--- config.mk ---
export PLATFORM = sky130hd
export DESIGN_NAME = digital_clock_top
export DESIGN_NICKNAME = d
export VERILOG_FILES = /design/src/verilog/clock_pkg.sv /design/src/verilog/tick_gen.sv /design/src/verilog/btn_sync.sv /design/src/verilog/mode_ctrl.sv /design/src/verilog/time_counter.sv /design/src/verilog/alarm_unit.sv /design/src/verilog/seg_scan.sv /design/src/verilog/digital_clock_top.sv
export SDC_FILE = /design/constraint.sdc
export NUM_CORES = 1
export LEC_CHECK = 0
export ABC_AREA = 1
export BUFFER_PORTS_ARGS = -buffer_cell sky130_fd_sc_hd__buf_2
export CORE_MARGIN = 3
export CORE_UTILIZATION = 57
export CTS_CLUSTER_DIAMETER = 30
export DETAILED_ROUTE_END_ITERATION = 8
export PLACE_DENSITY_LB_ADDON = 0.3
export SYNTH_ARGS = -nofsm -noshare
export SYNTH_HDL_FRONTEND = slang
export SYNTH_SLANG_ARGS = --single-unit
--- constraint.sdc ---
create_clock -name clk -period 2.7 [get_ports clk]
set_input_delay 0.54 -clock clk [delete_from_list [all_inputs] [get_ports clk]]
set_output_delay 0.54 -clock clk [all_outputs]
set_load 0.01 [all_outputs]
--- src/verilog/clock_pkg.sv ---
package clock_pkg;

	// --------------------------------------------------
	// field and display types
	// --------------------------------------------------
	typedef logic [5:0] time_field_t;	// one of hr / min / sec, 0..59
	typedef logic [3:0] digit_t;	// bcd digit
	typedef logic [6:0] seg_t;	// {a, b, c, d, e, f, g}, active high
	typedef logic [5:0] digit_enb_t;	// active low, bit 0 = rightmost

	typedef enum logic [1:0] {
		MODE_CLOCK = 2'd0,
		MODE_SETUP = 2'd1,
		MODE_ALARM = 2'd2
	} mode_t;

	typedef enum logic [1:0] {
		POS_SEC = 2'd0,
		POS_MIN = 2'd1,
		POS_HR  = 2'd2
	} pos_t;

	// wrap limits
	localparam time_field_t SEC_MAX = 6'd59;
	localparam time_field_t MIN_MAX = 6'd59;
	localparam time_field_t HR_MAX  = 6'd23;

	localparam int NUM_DIGITS = 6;

	// segment codes for 0..9
	localparam seg_t SEG_BLANK = 7'b000_0000;
	localparam seg_t SEG_CODE [10] = '{
		7'b111_1110, 7'b011_0000, 7'b110_1101, 7'b111_1001, 7'b011_0011,
		7'b101_1011, 7'b101_1111, 7'b111_0000, 7'b111_1111, 7'b111_0011
	};

	// divider ratios for a 50 MHz clk
	localparam int SEC_DIV_DEF  = 50_000_000;	// 1 Hz
	localparam int SCAN_DIV_DEF = 5_000;	// 10 kHz digit scan
	localparam int DEB_DIV_DEF  = 500_000;	// 100 Hz button sample

	// +1 with wrap at lim, no carry out
	function automatic time_field_t field_inc(input time_field_t v, input time_field_t lim);
		if (v >= lim)
			return '0;
		return v + 6'd1;
	endfunction

endpackage

--- src/verilog/tick_gen.sv ---
`timescale 1ns/1ps

module tick_gen #(
	parameter int DIV = 2
) (
	input  logic clk,
	input  logic rst_n,
	output logic o_tick
);

	localparam int CW = (DIV > 1) ? $clog2(DIV) : 1;

	logic [CW-1:0] cnt;

	always_ff @(posedge clk or negedge rst_n) begin
		if (rst_n == 1'b0) begin
			cnt    <= '0;
			o_tick <= 1'b0;
		end else begin
			o_tick <= 1'b0;
			if (cnt == CW'(DIV - 1)) begin	// wrap, one strobe per DIV cycles
				cnt    <= '0;
				o_tick <= 1'b1;
			end else begin
				cnt <= cnt + 1'b1;
			end
		end
	end

	generate
		if (DIV > 1) begin : g_tick_chk
			a_tick_single : assert property (@(posedge clk) disable iff (!rst_n)
				o_tick |=> !o_tick)
				else $error("tick_gen: strobe high two cycles in a row");
		end
	endgenerate

endmodule

--- src/verilog/btn_sync.sv ---
`timescale 1ns/1ps

module btn_sync (
	input  logic clk,
	input  logic rst_n,
	input  logic i_sample,
	input  logic i_btn_mode,
	input  logic i_btn_pos,
	input  logic i_btn_inc,
	input  logic i_btn_alarm,
	output logic o_press_mode,
	output logic o_press_pos,
	output logic o_press_inc,
	output logic o_press_alarm
);

	logic [3:0] btn;
	logic [3:0] smp_new;	// latest sample
	logic [3:0] smp_old;	// sample before that
	logic [3:0] press;

	assign btn = {i_btn_mode, i_btn_pos, i_btn_inc, i_btn_alarm};

	always_ff @(posedge clk or negedge rst_n) begin
		if (rst_n == 1'b0) begin
			smp_new <= '0;
			smp_old <= '0;
		end else if (i_sample) begin
			smp_new <= btn;
			smp_old <= smp_new;
		end
	end

	// rising edge between two samples, one clk wide
	assign press = {4{i_sample}} & smp_new & ~smp_old;

	assign {o_press_mode, o_press_pos, o_press_inc, o_press_alarm} = press;

endmodule

--- src/verilog/mode_ctrl.sv ---
`timescale 1ns/1ps

module mode_ctrl (
	input  logic             clk,
	input  logic             rst_n,
	input  logic             i_press_mode,
	input  logic             i_press_pos,
	input  logic             i_press_inc,
	input  logic             i_press_alarm,
	output clock_pkg::mode_t o_mode,
	output logic             o_alarm_en,
	output logic             o_set_sec,
	output logic             o_set_min,
	output logic             o_set_hr,
	output logic             o_alm_sec,
	output logic             o_alm_min,
	output logic             o_alm_hr
);

	import clock_pkg::*;

	pos_t pos;
	logic inc_setup;
	logic inc_alarm;

	// --------------------------------------------------
	// mode fsm, position, alarm enable
	// --------------------------------------------------
	always_ff @(posedge clk or negedge rst_n) begin
		if (rst_n == 1'b0) begin
			o_mode     <= MODE_CLOCK;
			pos        <= POS_SEC;
			o_alarm_en <= 1'b0;
		end else begin
			if (i_press_mode) begin
				case (o_mode)
					MODE_CLOCK: o_mode <= MODE_SETUP;
					MODE_SETUP: o_mode <= MODE_ALARM;
					default:    o_mode <= MODE_CLOCK;
				endcase
			end
			if (i_press_pos) begin
				case (pos)
					POS_SEC: pos <= POS_MIN;
					POS_MIN: pos <= POS_HR;
					default: pos <= POS_SEC;
				endcase
			end
			if (i_press_alarm)
				o_alarm_en <= ~o_alarm_en;
		end
	end

	// route the inc press to one field
	assign inc_setup = i_press_inc && (o_mode == MODE_SETUP);
	assign inc_alarm = i_press_inc && (o_mode == MODE_ALARM);

	assign o_set_sec = inc_setup && (pos == POS_SEC);
	assign o_set_min = inc_setup && (pos == POS_MIN);
	assign o_set_hr  = inc_setup && (pos == POS_HR);
	assign o_alm_sec = inc_alarm && (pos == POS_SEC);
	assign o_alm_min = inc_alarm && (pos == POS_MIN);
	assign o_alm_hr  = inc_alarm && (pos == POS_HR);

	a_inc_onehot : assert property (@(posedge clk) disable iff (!rst_n)
		$onehot0({o_set_sec, o_set_min, o_set_hr, o_alm_sec, o_alm_min, o_alm_hr}))
		else $error("mode_ctrl: more than one increment active");

endmodule

--- src/verilog/time_counter.sv ---
`timescale 1ns/1ps

module time_counter (
	input  logic                   clk,
	input  logic                   rst_n,
	input  logic                   i_tick,
	input  clock_pkg::mode_t       i_mode,
	input  logic                   i_set_sec,
	input  logic                   i_set_min,
	input  logic                   i_set_hr,
	output clock_pkg::time_field_t o_sec,
	output clock_pkg::time_field_t o_min,
	output clock_pkg::time_field_t o_hr
);

	import clock_pkg::*;

	always_ff @(posedge clk or negedge rst_n) begin
		if (rst_n == 1'b0) begin
			o_sec <= '0;
			o_min <= '0;
			o_hr  <= '0;
		end else if (i_mode == MODE_SETUP) begin
			// time frozen, each field wraps on its own
			if (i_set_sec)
				o_sec <= field_inc(o_sec, SEC_MAX);
			if (i_set_min)
				o_min <= field_inc(o_min, MIN_MAX);
			if (i_set_hr)
				o_hr <= field_inc(o_hr, HR_MAX);
		end else if (i_tick) begin
			o_sec <= field_inc(o_sec, SEC_MAX);
			if (o_sec == SEC_MAX) begin	// carry into min
				o_min <= field_inc(o_min, MIN_MAX);
				if (o_min == MIN_MAX)	// carry into hr, 23:59:59 -> 0
					o_hr <= field_inc(o_hr, HR_MAX);
			end
		end
	end

	a_field_range : assert property (@(posedge clk) disable iff (!rst_n)
		(o_sec <= SEC_MAX) && (o_min <= MIN_MAX) && (o_hr <= HR_MAX))
		else $error("time_counter: field out of range %0d:%0d:%0d", o_hr, o_min, o_sec);

endmodule

--- src/verilog/alarm_unit.sv ---
`timescale 1ns/1ps

module alarm_unit (
	input  logic                   clk,
	input  logic                   rst_n,
	input  logic                   i_alarm_en,
	input  logic                   i_alm_sec,
	input  logic                   i_alm_min,
	input  logic                   i_alm_hr,
	input  clock_pkg::time_field_t i_sec,
	input  clock_pkg::time_field_t i_min,
	input  clock_pkg::time_field_t i_hr,
	output clock_pkg::time_field_t o_alm_sec,
	output clock_pkg::time_field_t o_alm_min,
	output clock_pkg::time_field_t o_alm_hr,
	output logic                   o_alarm
);

	import clock_pkg::*;

	logic match;

	// alarm setting with no carry between fields
	always_ff @(posedge clk or negedge rst_n) begin
		if (rst_n == 1'b0) begin
			o_alm_sec <= '0;
			o_alm_min <= '0;
			o_alm_hr  <= '0;
		end else begin
			if (i_alm_sec)
				o_alm_sec <= field_inc(o_alm_sec, SEC_MAX);
			if (i_alm_min)
				o_alm_min <= field_inc(o_alm_min, MIN_MAX);
			if (i_alm_hr)
				o_alm_hr <= field_inc(o_alm_hr, HR_MAX);
		end
	end

	assign match = (i_sec == o_alm_sec) && (i_min == o_alm_min) && (i_hr == o_alm_hr);

	// sticky until the enable drops
	always_ff @(posedge clk or negedge rst_n) begin
		if (rst_n == 1'b0)
			o_alarm <= 1'b0;
		else
			o_alarm <= i_alarm_en & (match | o_alarm);
	end

endmodule

--- src/verilog/seg_scan.sv ---
`timescale 1ns/1ps

module seg_scan (
	input  logic                   clk,
	input  logic                   rst_n,
	input  logic                   i_scan,
	input  clock_pkg::mode_t       i_mode,
	input  clock_pkg::time_field_t i_sec,
	input  clock_pkg::time_field_t i_min,
	input  clock_pkg::time_field_t i_hr,
	input  clock_pkg::time_field_t i_alm_sec,
	input  clock_pkg::time_field_t i_alm_min,
	input  clock_pkg::time_field_t i_alm_hr,
	output clock_pkg::seg_t        o_seg,
	output clock_pkg::digit_enb_t  o_seg_enb
);

	import clock_pkg::*;

	localparam int IDX_W = $clog2(NUM_DIGITS);

	time_field_t      show_sec;
	time_field_t      show_min;
	time_field_t      show_hr;
	digit_t           digits [NUM_DIGITS];
	logic [IDX_W-1:0] idx;
	logic [IDX_W-1:0] idx_nxt;
	logic [IDX_W-1:0] idx_sel;

	function automatic seg_t seg_decode(input digit_t d);
		if (d <= 4'd9)
			return SEG_CODE[d];
		return SEG_BLANK;	// not a bcd digit
	endfunction

	// --------------------------------------------------
	// shown value and digit split
	// --------------------------------------------------
	always_comb begin
		show_sec = (i_mode == MODE_ALARM) ? i_alm_sec : i_sec;
		show_min = (i_mode == MODE_ALARM) ? i_alm_min : i_min;
		show_hr  = (i_mode == MODE_ALARM) ? i_alm_hr  : i_hr;
		digits[0] = digit_t'(show_sec % 6'd10);
		digits[1] = digit_t'(show_sec / 6'd10);
		digits[2] = digit_t'(show_min % 6'd10);
		digits[3] = digit_t'(show_min / 6'd10);
		digits[4] = digit_t'(show_hr % 6'd10);
		digits[5] = digit_t'(show_hr / 6'd10);
	end

	// --------------------------------------------------
	// scan index and registered outputs
	// --------------------------------------------------
	assign idx_nxt = (idx == IDX_W'(NUM_DIGITS - 1)) ? '0 : idx + 1'b1;
	assign idx_sel = i_scan ? idx_nxt : idx;	// outputs follow the index

	always_ff @(posedge clk or negedge rst_n) begin
		if (rst_n == 1'b0) begin
			idx       <= '0;
			o_seg     <= SEG_BLANK;
			o_seg_enb <= ~digit_enb_t'(1);	// digit 0 on
		end else begin
			idx       <= idx_sel;
			o_seg     <= seg_decode(digits[idx_sel]);
			o_seg_enb <= ~(digit_enb_t'(1) << idx_sel);
		end
	end

endmodule

--- src/verilog/digital_clock_top.sv ---
`timescale 1ns/1ps

module digital_clock_top #(
	parameter int SEC_DIV  = clock_pkg::SEC_DIV_DEF,
	parameter int SCAN_DIV = clock_pkg::SCAN_DIV_DEF,
	parameter int DEB_DIV  = clock_pkg::DEB_DIV_DEF
) (
	input  logic                  clk,
	input  logic                  rst_n,
	input  logic                  i_btn_mode,
	input  logic                  i_btn_pos,
	input  logic                  i_btn_inc,
	input  logic                  i_btn_alarm,
	output clock_pkg::seg_t       o_seg,
	output clock_pkg::digit_enb_t o_seg_enb,
	output logic                  o_alarm
);

	import clock_pkg::*;

	logic        sec_tick, scan_tick, sample_tick;
	logic        press_mode, press_pos, press_inc, press_alarm;
	mode_t       mode;
	logic        alarm_en;
	logic        set_sec, set_min, set_hr;
	logic        alm_inc_sec, alm_inc_min, alm_inc_hr;
	time_field_t sec, min, hr;
	time_field_t alm_sec, alm_min, alm_hr;

	// --------------------------------------------------
	// strobes
	// --------------------------------------------------
	tick_gen #(.DIV(SEC_DIV)) u_sec_tick (
		.clk(clk), .rst_n(rst_n), .o_tick(sec_tick));

	tick_gen #(.DIV(SCAN_DIV)) u_scan_tick (
		.clk(clk), .rst_n(rst_n), .o_tick(scan_tick));

	tick_gen #(.DIV(DEB_DIV)) u_sample_tick (
		.clk(clk), .rst_n(rst_n), .o_tick(sample_tick));

	// --------------------------------------------------
	// control and counters
	// --------------------------------------------------
	btn_sync u_btn_sync (
		.clk(clk), .rst_n(rst_n), .i_sample(sample_tick),
		.i_btn_mode(i_btn_mode), .i_btn_pos(i_btn_pos),
		.i_btn_inc(i_btn_inc), .i_btn_alarm(i_btn_alarm),
		.o_press_mode(press_mode), .o_press_pos(press_pos),
		.o_press_inc(press_inc), .o_press_alarm(press_alarm));

	mode_ctrl u_mode_ctrl (
		.clk(clk), .rst_n(rst_n),
		.i_press_mode(press_mode), .i_press_pos(press_pos),
		.i_press_inc(press_inc), .i_press_alarm(press_alarm),
		.o_mode(mode), .o_alarm_en(alarm_en),
		.o_set_sec(set_sec), .o_set_min(set_min), .o_set_hr(set_hr),
		.o_alm_sec(alm_inc_sec), .o_alm_min(alm_inc_min), .o_alm_hr(alm_inc_hr));

	time_counter u_time_counter (
		.clk(clk), .rst_n(rst_n), .i_tick(sec_tick), .i_mode(mode),
		.i_set_sec(set_sec), .i_set_min(set_min), .i_set_hr(set_hr),
		.o_sec(sec), .o_min(min), .o_hr(hr));

	alarm_unit u_alarm_unit (
		.clk(clk), .rst_n(rst_n), .i_alarm_en(alarm_en),
		.i_alm_sec(alm_inc_sec), .i_alm_min(alm_inc_min), .i_alm_hr(alm_inc_hr),
		.i_sec(sec), .i_min(min), .i_hr(hr),
		.o_alm_sec(alm_sec), .o_alm_min(alm_min), .o_alm_hr(alm_hr),
		.o_alarm(o_alarm));

	seg_scan u_seg_scan (
		.clk(clk), .rst_n(rst_n), .i_scan(scan_tick), .i_mode(mode),
		.i_sec(sec), .i_min(min), .i_hr(hr),
		.i_alm_sec(alm_sec), .i_alm_min(alm_min), .i_alm_hr(alm_hr),
		.o_seg(o_seg), .o_seg_enb(o_seg_enb));

endmodule

==> impl_metrics.toml <==
[run_status]
status = "finished with violations"
violations = "negative setup slack"

[critical_path]
end_kind = "register"
critPathKind = "register to register"
cp.arrival_ps = 3130
cp-start-kind = "register"
critPathRequiredTime_ps = 3010
worstPathMaxFanout = 7

[placed_design]
globalplace.congestion = 0.947
placed_cell_area_um2 = 8120
place.detailed.hpwl_mm = 12.4
io_buffers = 19

[power_and_ir_drop]
power_frac_comb_pct = 1.1
p_per_area_nw_per_um2 = 457
p_int_w = 0.00330
switchingPower_w = 0.000912
power.total_w = 0.00421
p_sw_share_pct = 21.7
ir_drop_v = 0.000415
p_leak_nw = 4.34
clkPwrFrac_pct = 53.6
seqPwrFrac_pct = 45.2

[synth]
ys_async_sr_fraction_pct = 100
syn_nets = 1011
synth_edf_count = 0
dominantRegCellSynth = "dfrtp_1"
ys_ff_latch = 127
ys_seq_area_share_pct = 42.2
avgSynthCellArea_um2 = 7.63
synth_area_um2 = 7550
ys.warnings.count = 0
netlist_instances = 990
synth.distinct_cells = 52

[sta]
hold_violations = 0
finalClockSkew_ps = 10.1
fmax_mhz = 355
slew_violations = 0
timing.slew.headroom_pct = 59.3
min_period_ps = 2820
setup_viol = 7
period_share_pct = 104
setup_ws_ps = -117
tightest_slew_ps = 610
rsz0062_at_grt = "yes"

[cts]
cts_made_buffers = 17
clkTransAtPathRegs_ps = 60
cts_root_buf = "clkbuf_16"
hold_buffers = 0
cts_tree = "done"
clk_latency_ps = 430
clk_path_buf_depth = 2
clock_sinks = 127
htree_levels = 4

[routing]
drt_pass1_iterations = 7
drc = 0
avgViaCountPerCell = 5.68
postRouteAntennaNets = 0
vias = 7172
wl_per_cell_um = 14.8
drt_wl_total_mm = 18.7
dr.first_iter.drc_count = 592

[floorplanning]
dieArea_um2 = 14700
start_util_pct = 59.1
die_x_um = 121
rows = 41
core-area_um2 = 12800
io_pins = 20
die_h_um = 121

[global_routing]
grt_max_degree = 45
grt_pass1_wl_mm = 29.4
grt_pass1_vias = 6605
grt_overflow = 0
antenna_found_initial = 0
grt_usage_pct = 24.7

[finish]
layout_commonest_cell = "nand2_1"
design_area_um2 = 9210
drive_above_1_share_pct = 20.1
post-route-util_pct = 72.1
final_cell_mix = "nand2_1 (177), inv_1 (144), dfrtp_1 (121)"
nets = 1098
num_antenna_cells = 0
area_growth_pct = 21.9

[min_path]
min_path_type = "primary input to asynchronous set/reset pin"

[job]
maxCapViolations = 0
-- cell families (layout without fill, tap and decap cells) --
logic type,count (synthesis),in the layout,share of synthesized area [%]
XOR/XNOR,42,42,4.87
AO/OA/AOI/OAI,117,117,9.23
adder cells (fa/ha/maj),15,15,2.49
AND/OR/NAND/NOR,522,522,32.5
buffers and inverters,167,267,8.77
flip-flops,127,127,42.2
-- state kept, by name, summed over array words and instances (netlist names), 6 cells and up --
| register | flops |
|---|---|
| u_time_counter.o_min | 6 |
| u_scan_tick.cnt | 13 |
| u_sec_tick.cnt | 26 |
| u_alarm_unit.o_alm_hr | 6 |
| u_seg_scan.o_seg_enb | 6 |
| u_time_counter.o_hr | 6 |
| u_alarm_unit.o_alm_sec | 6 |
| u_sample_tick.cnt | 19 |
| u_time_counter.o_sec | 6 |
| u_alarm_unit.o_alm_min | 6 |
| u_seg_scan.o_seg | 7 |
-- stage by stage --
| stage | worst slack [ps] | instances | setup TNS (ps) | hold WS, ps |
|---|---|---|---|---|
| 2_1_floorplan | 116 | 990 | 0 | 244 |
| 3_3_place_gp | 24.6 | 1210 | 0 | 448 |
| 3_5_place_dp | -66.5 | 1210 | -118 | 458 |
| 4_1_cts | 4.77 | 1244 | 0 | 134 |
| 5_1_grt | -223 | 1262 | -1190 | 166 |
| 6_report | -117 | 1262 | -278 | 115 |
-- worst max-delay path, stage by stage, from the launching register on --
cell	delay, ps
dfrtp_1	410
inv_4	120
nand2_8	90
clkbuf_16	190
o21ai_4	210
buf_6	150
a21oi_4	40
o21bai_4	210
nand2_2	90
a21oi_2	150
inv_1	60
a21oi_2	140
nor2_1	70
nand2_2	110
inv_4	70
ha_4	160
inv_4	70
nand2_2	60
nand3_2	80
nand2_2	60
nand2_1	80
nand2_1	70
-- power groups by stage --
stage	registers (W)	clock network, W	logic, W
2_1_floorplan	0.00194	0	0.00000000197
3_3_place_gp	0.00194	0	0.0000489
3_5_place_dp	0.00194	0	0.0000498
4_1_cts	0.00190	0.00229	0.0000498
5_1_grt	0.00190	0.00237	0.0000550
6_report	0.00190	0.00226	0.0000467
-- routing by layer --
layer	track usage (%)	part of all wire, %	vias up
li1	-	-	3450
met1	31.6	42	3396
met2	40.3	48	250
met3	6.20	5.8	76
met4	9.77	3.5	0
met5	0	0	-
-- final timing paths --
| check | from | to | slack, ps | cells after the start |
|---|---|---|---|---|
| setup / recovery | u_mode_ctrl.o_mode[0] | u_seg_scan.o_seg[2] | -120 | 21 |
| hold / removal | rst_n | u_alarm_unit.o_alm_sec[0] | 110 | 1 |
| setup reg to reg | u_mode_ctrl.o_mode[0] | u_seg_scan.o_seg[2] | -120 | 21 |
| hold reg to reg | u_sample_tick.cnt[0] | u_sample_tick.cnt[0] | 460 | 1 |
| max in group asynchronous | rst_n | u_seg_scan.o_seg_enb[1] | 1800 | 2 |
| min in group clk | i_btn_pos | u_btn_sync.smp_new[2] | 310 | 3 |
-- repair_timing --
item | CTS | global route
resized for setup | 12 | 75
setup endpoints to repair | 7 | 8
buffers inserted | 2 | 15
pin swaps | 2 | 41
gates cloned | 0 | 3
-- cell type report --
| cell class | count | area, µm² |
|---|---|---|
| well taps | 172 | 215 |
| inverters | 158 | 606 |
| clock inverters | 12 | 134 |
| clock buffers | 20 | 447 |
| flip-flops and latches | 127 | 3190 |
| multi-input cells | 696 | 3980 |
| fillers | 956 | 3570 |
| repair buffers | 77 | 637 |
-- cell usage after synthesis, types with 2 or more instances --
| master | instances | area (µm²) |
|---|---|---|
| buf_6 | 2 | 22.5 |
| nand4_1 | 34 | 213 |
| nor2_2 | 2 | 12.5 |
| o21ai_1 | 2 | 10.0 |
| nand3_2 | 9 | 90.1 |
| nand2_4 | 2 | 22.5 |
| a21o_1 | 2 | 15.0 |
| a21oi_1 | 35 | 175 |
| ha_1 | 15 | 188 |
| xor2_1 | 37 | 324 |
| nor4_1 | 18 | 113 |
| xnor2_1 | 5 | 43.8 |
| nand2_2 | 16 | 100 |
| and3_1 | 2 | 12.5 |
| o21bai_1 | 3 | 22.5 |
| nand3_1 | 87 | 435 |
| a31oi_1 | 2 | 12.5 |
| or2_2 | 4 | 25.0 |
| dfstp_2 | 5 | 131 |
| o21ai_2 | 3 | 26.3 |
| nor4_2 | 2 | 25.0 |
| inv_2 | 7 | 26.3 |
| nor2_1 | 93 | 349 |
| o22ai_1 | 6 | 37.5 |
| o21ai_0 | 44 | 220 |
| a21oi_2 | 4 | 35.0 |
| nor3_2 | 3 | 30.0 |
| nor3_1 | 43 | 215 |
| buf_4 | 2 | 15.0 |
| nand2_1 | 201 | 754 |
| o21a_1 | 2 | 15.0 |
| dfrtp_1 | 122 | 3050 |
| inv_1 | 150 | 563 |
| clkbuf_1 | 3 | 11.3 |
| nor3b_1 | 4 | 30.0 |
| a211oi_1 | 3 | 22.5 |
Note: power is estimated with default switching activity, not from simulation.
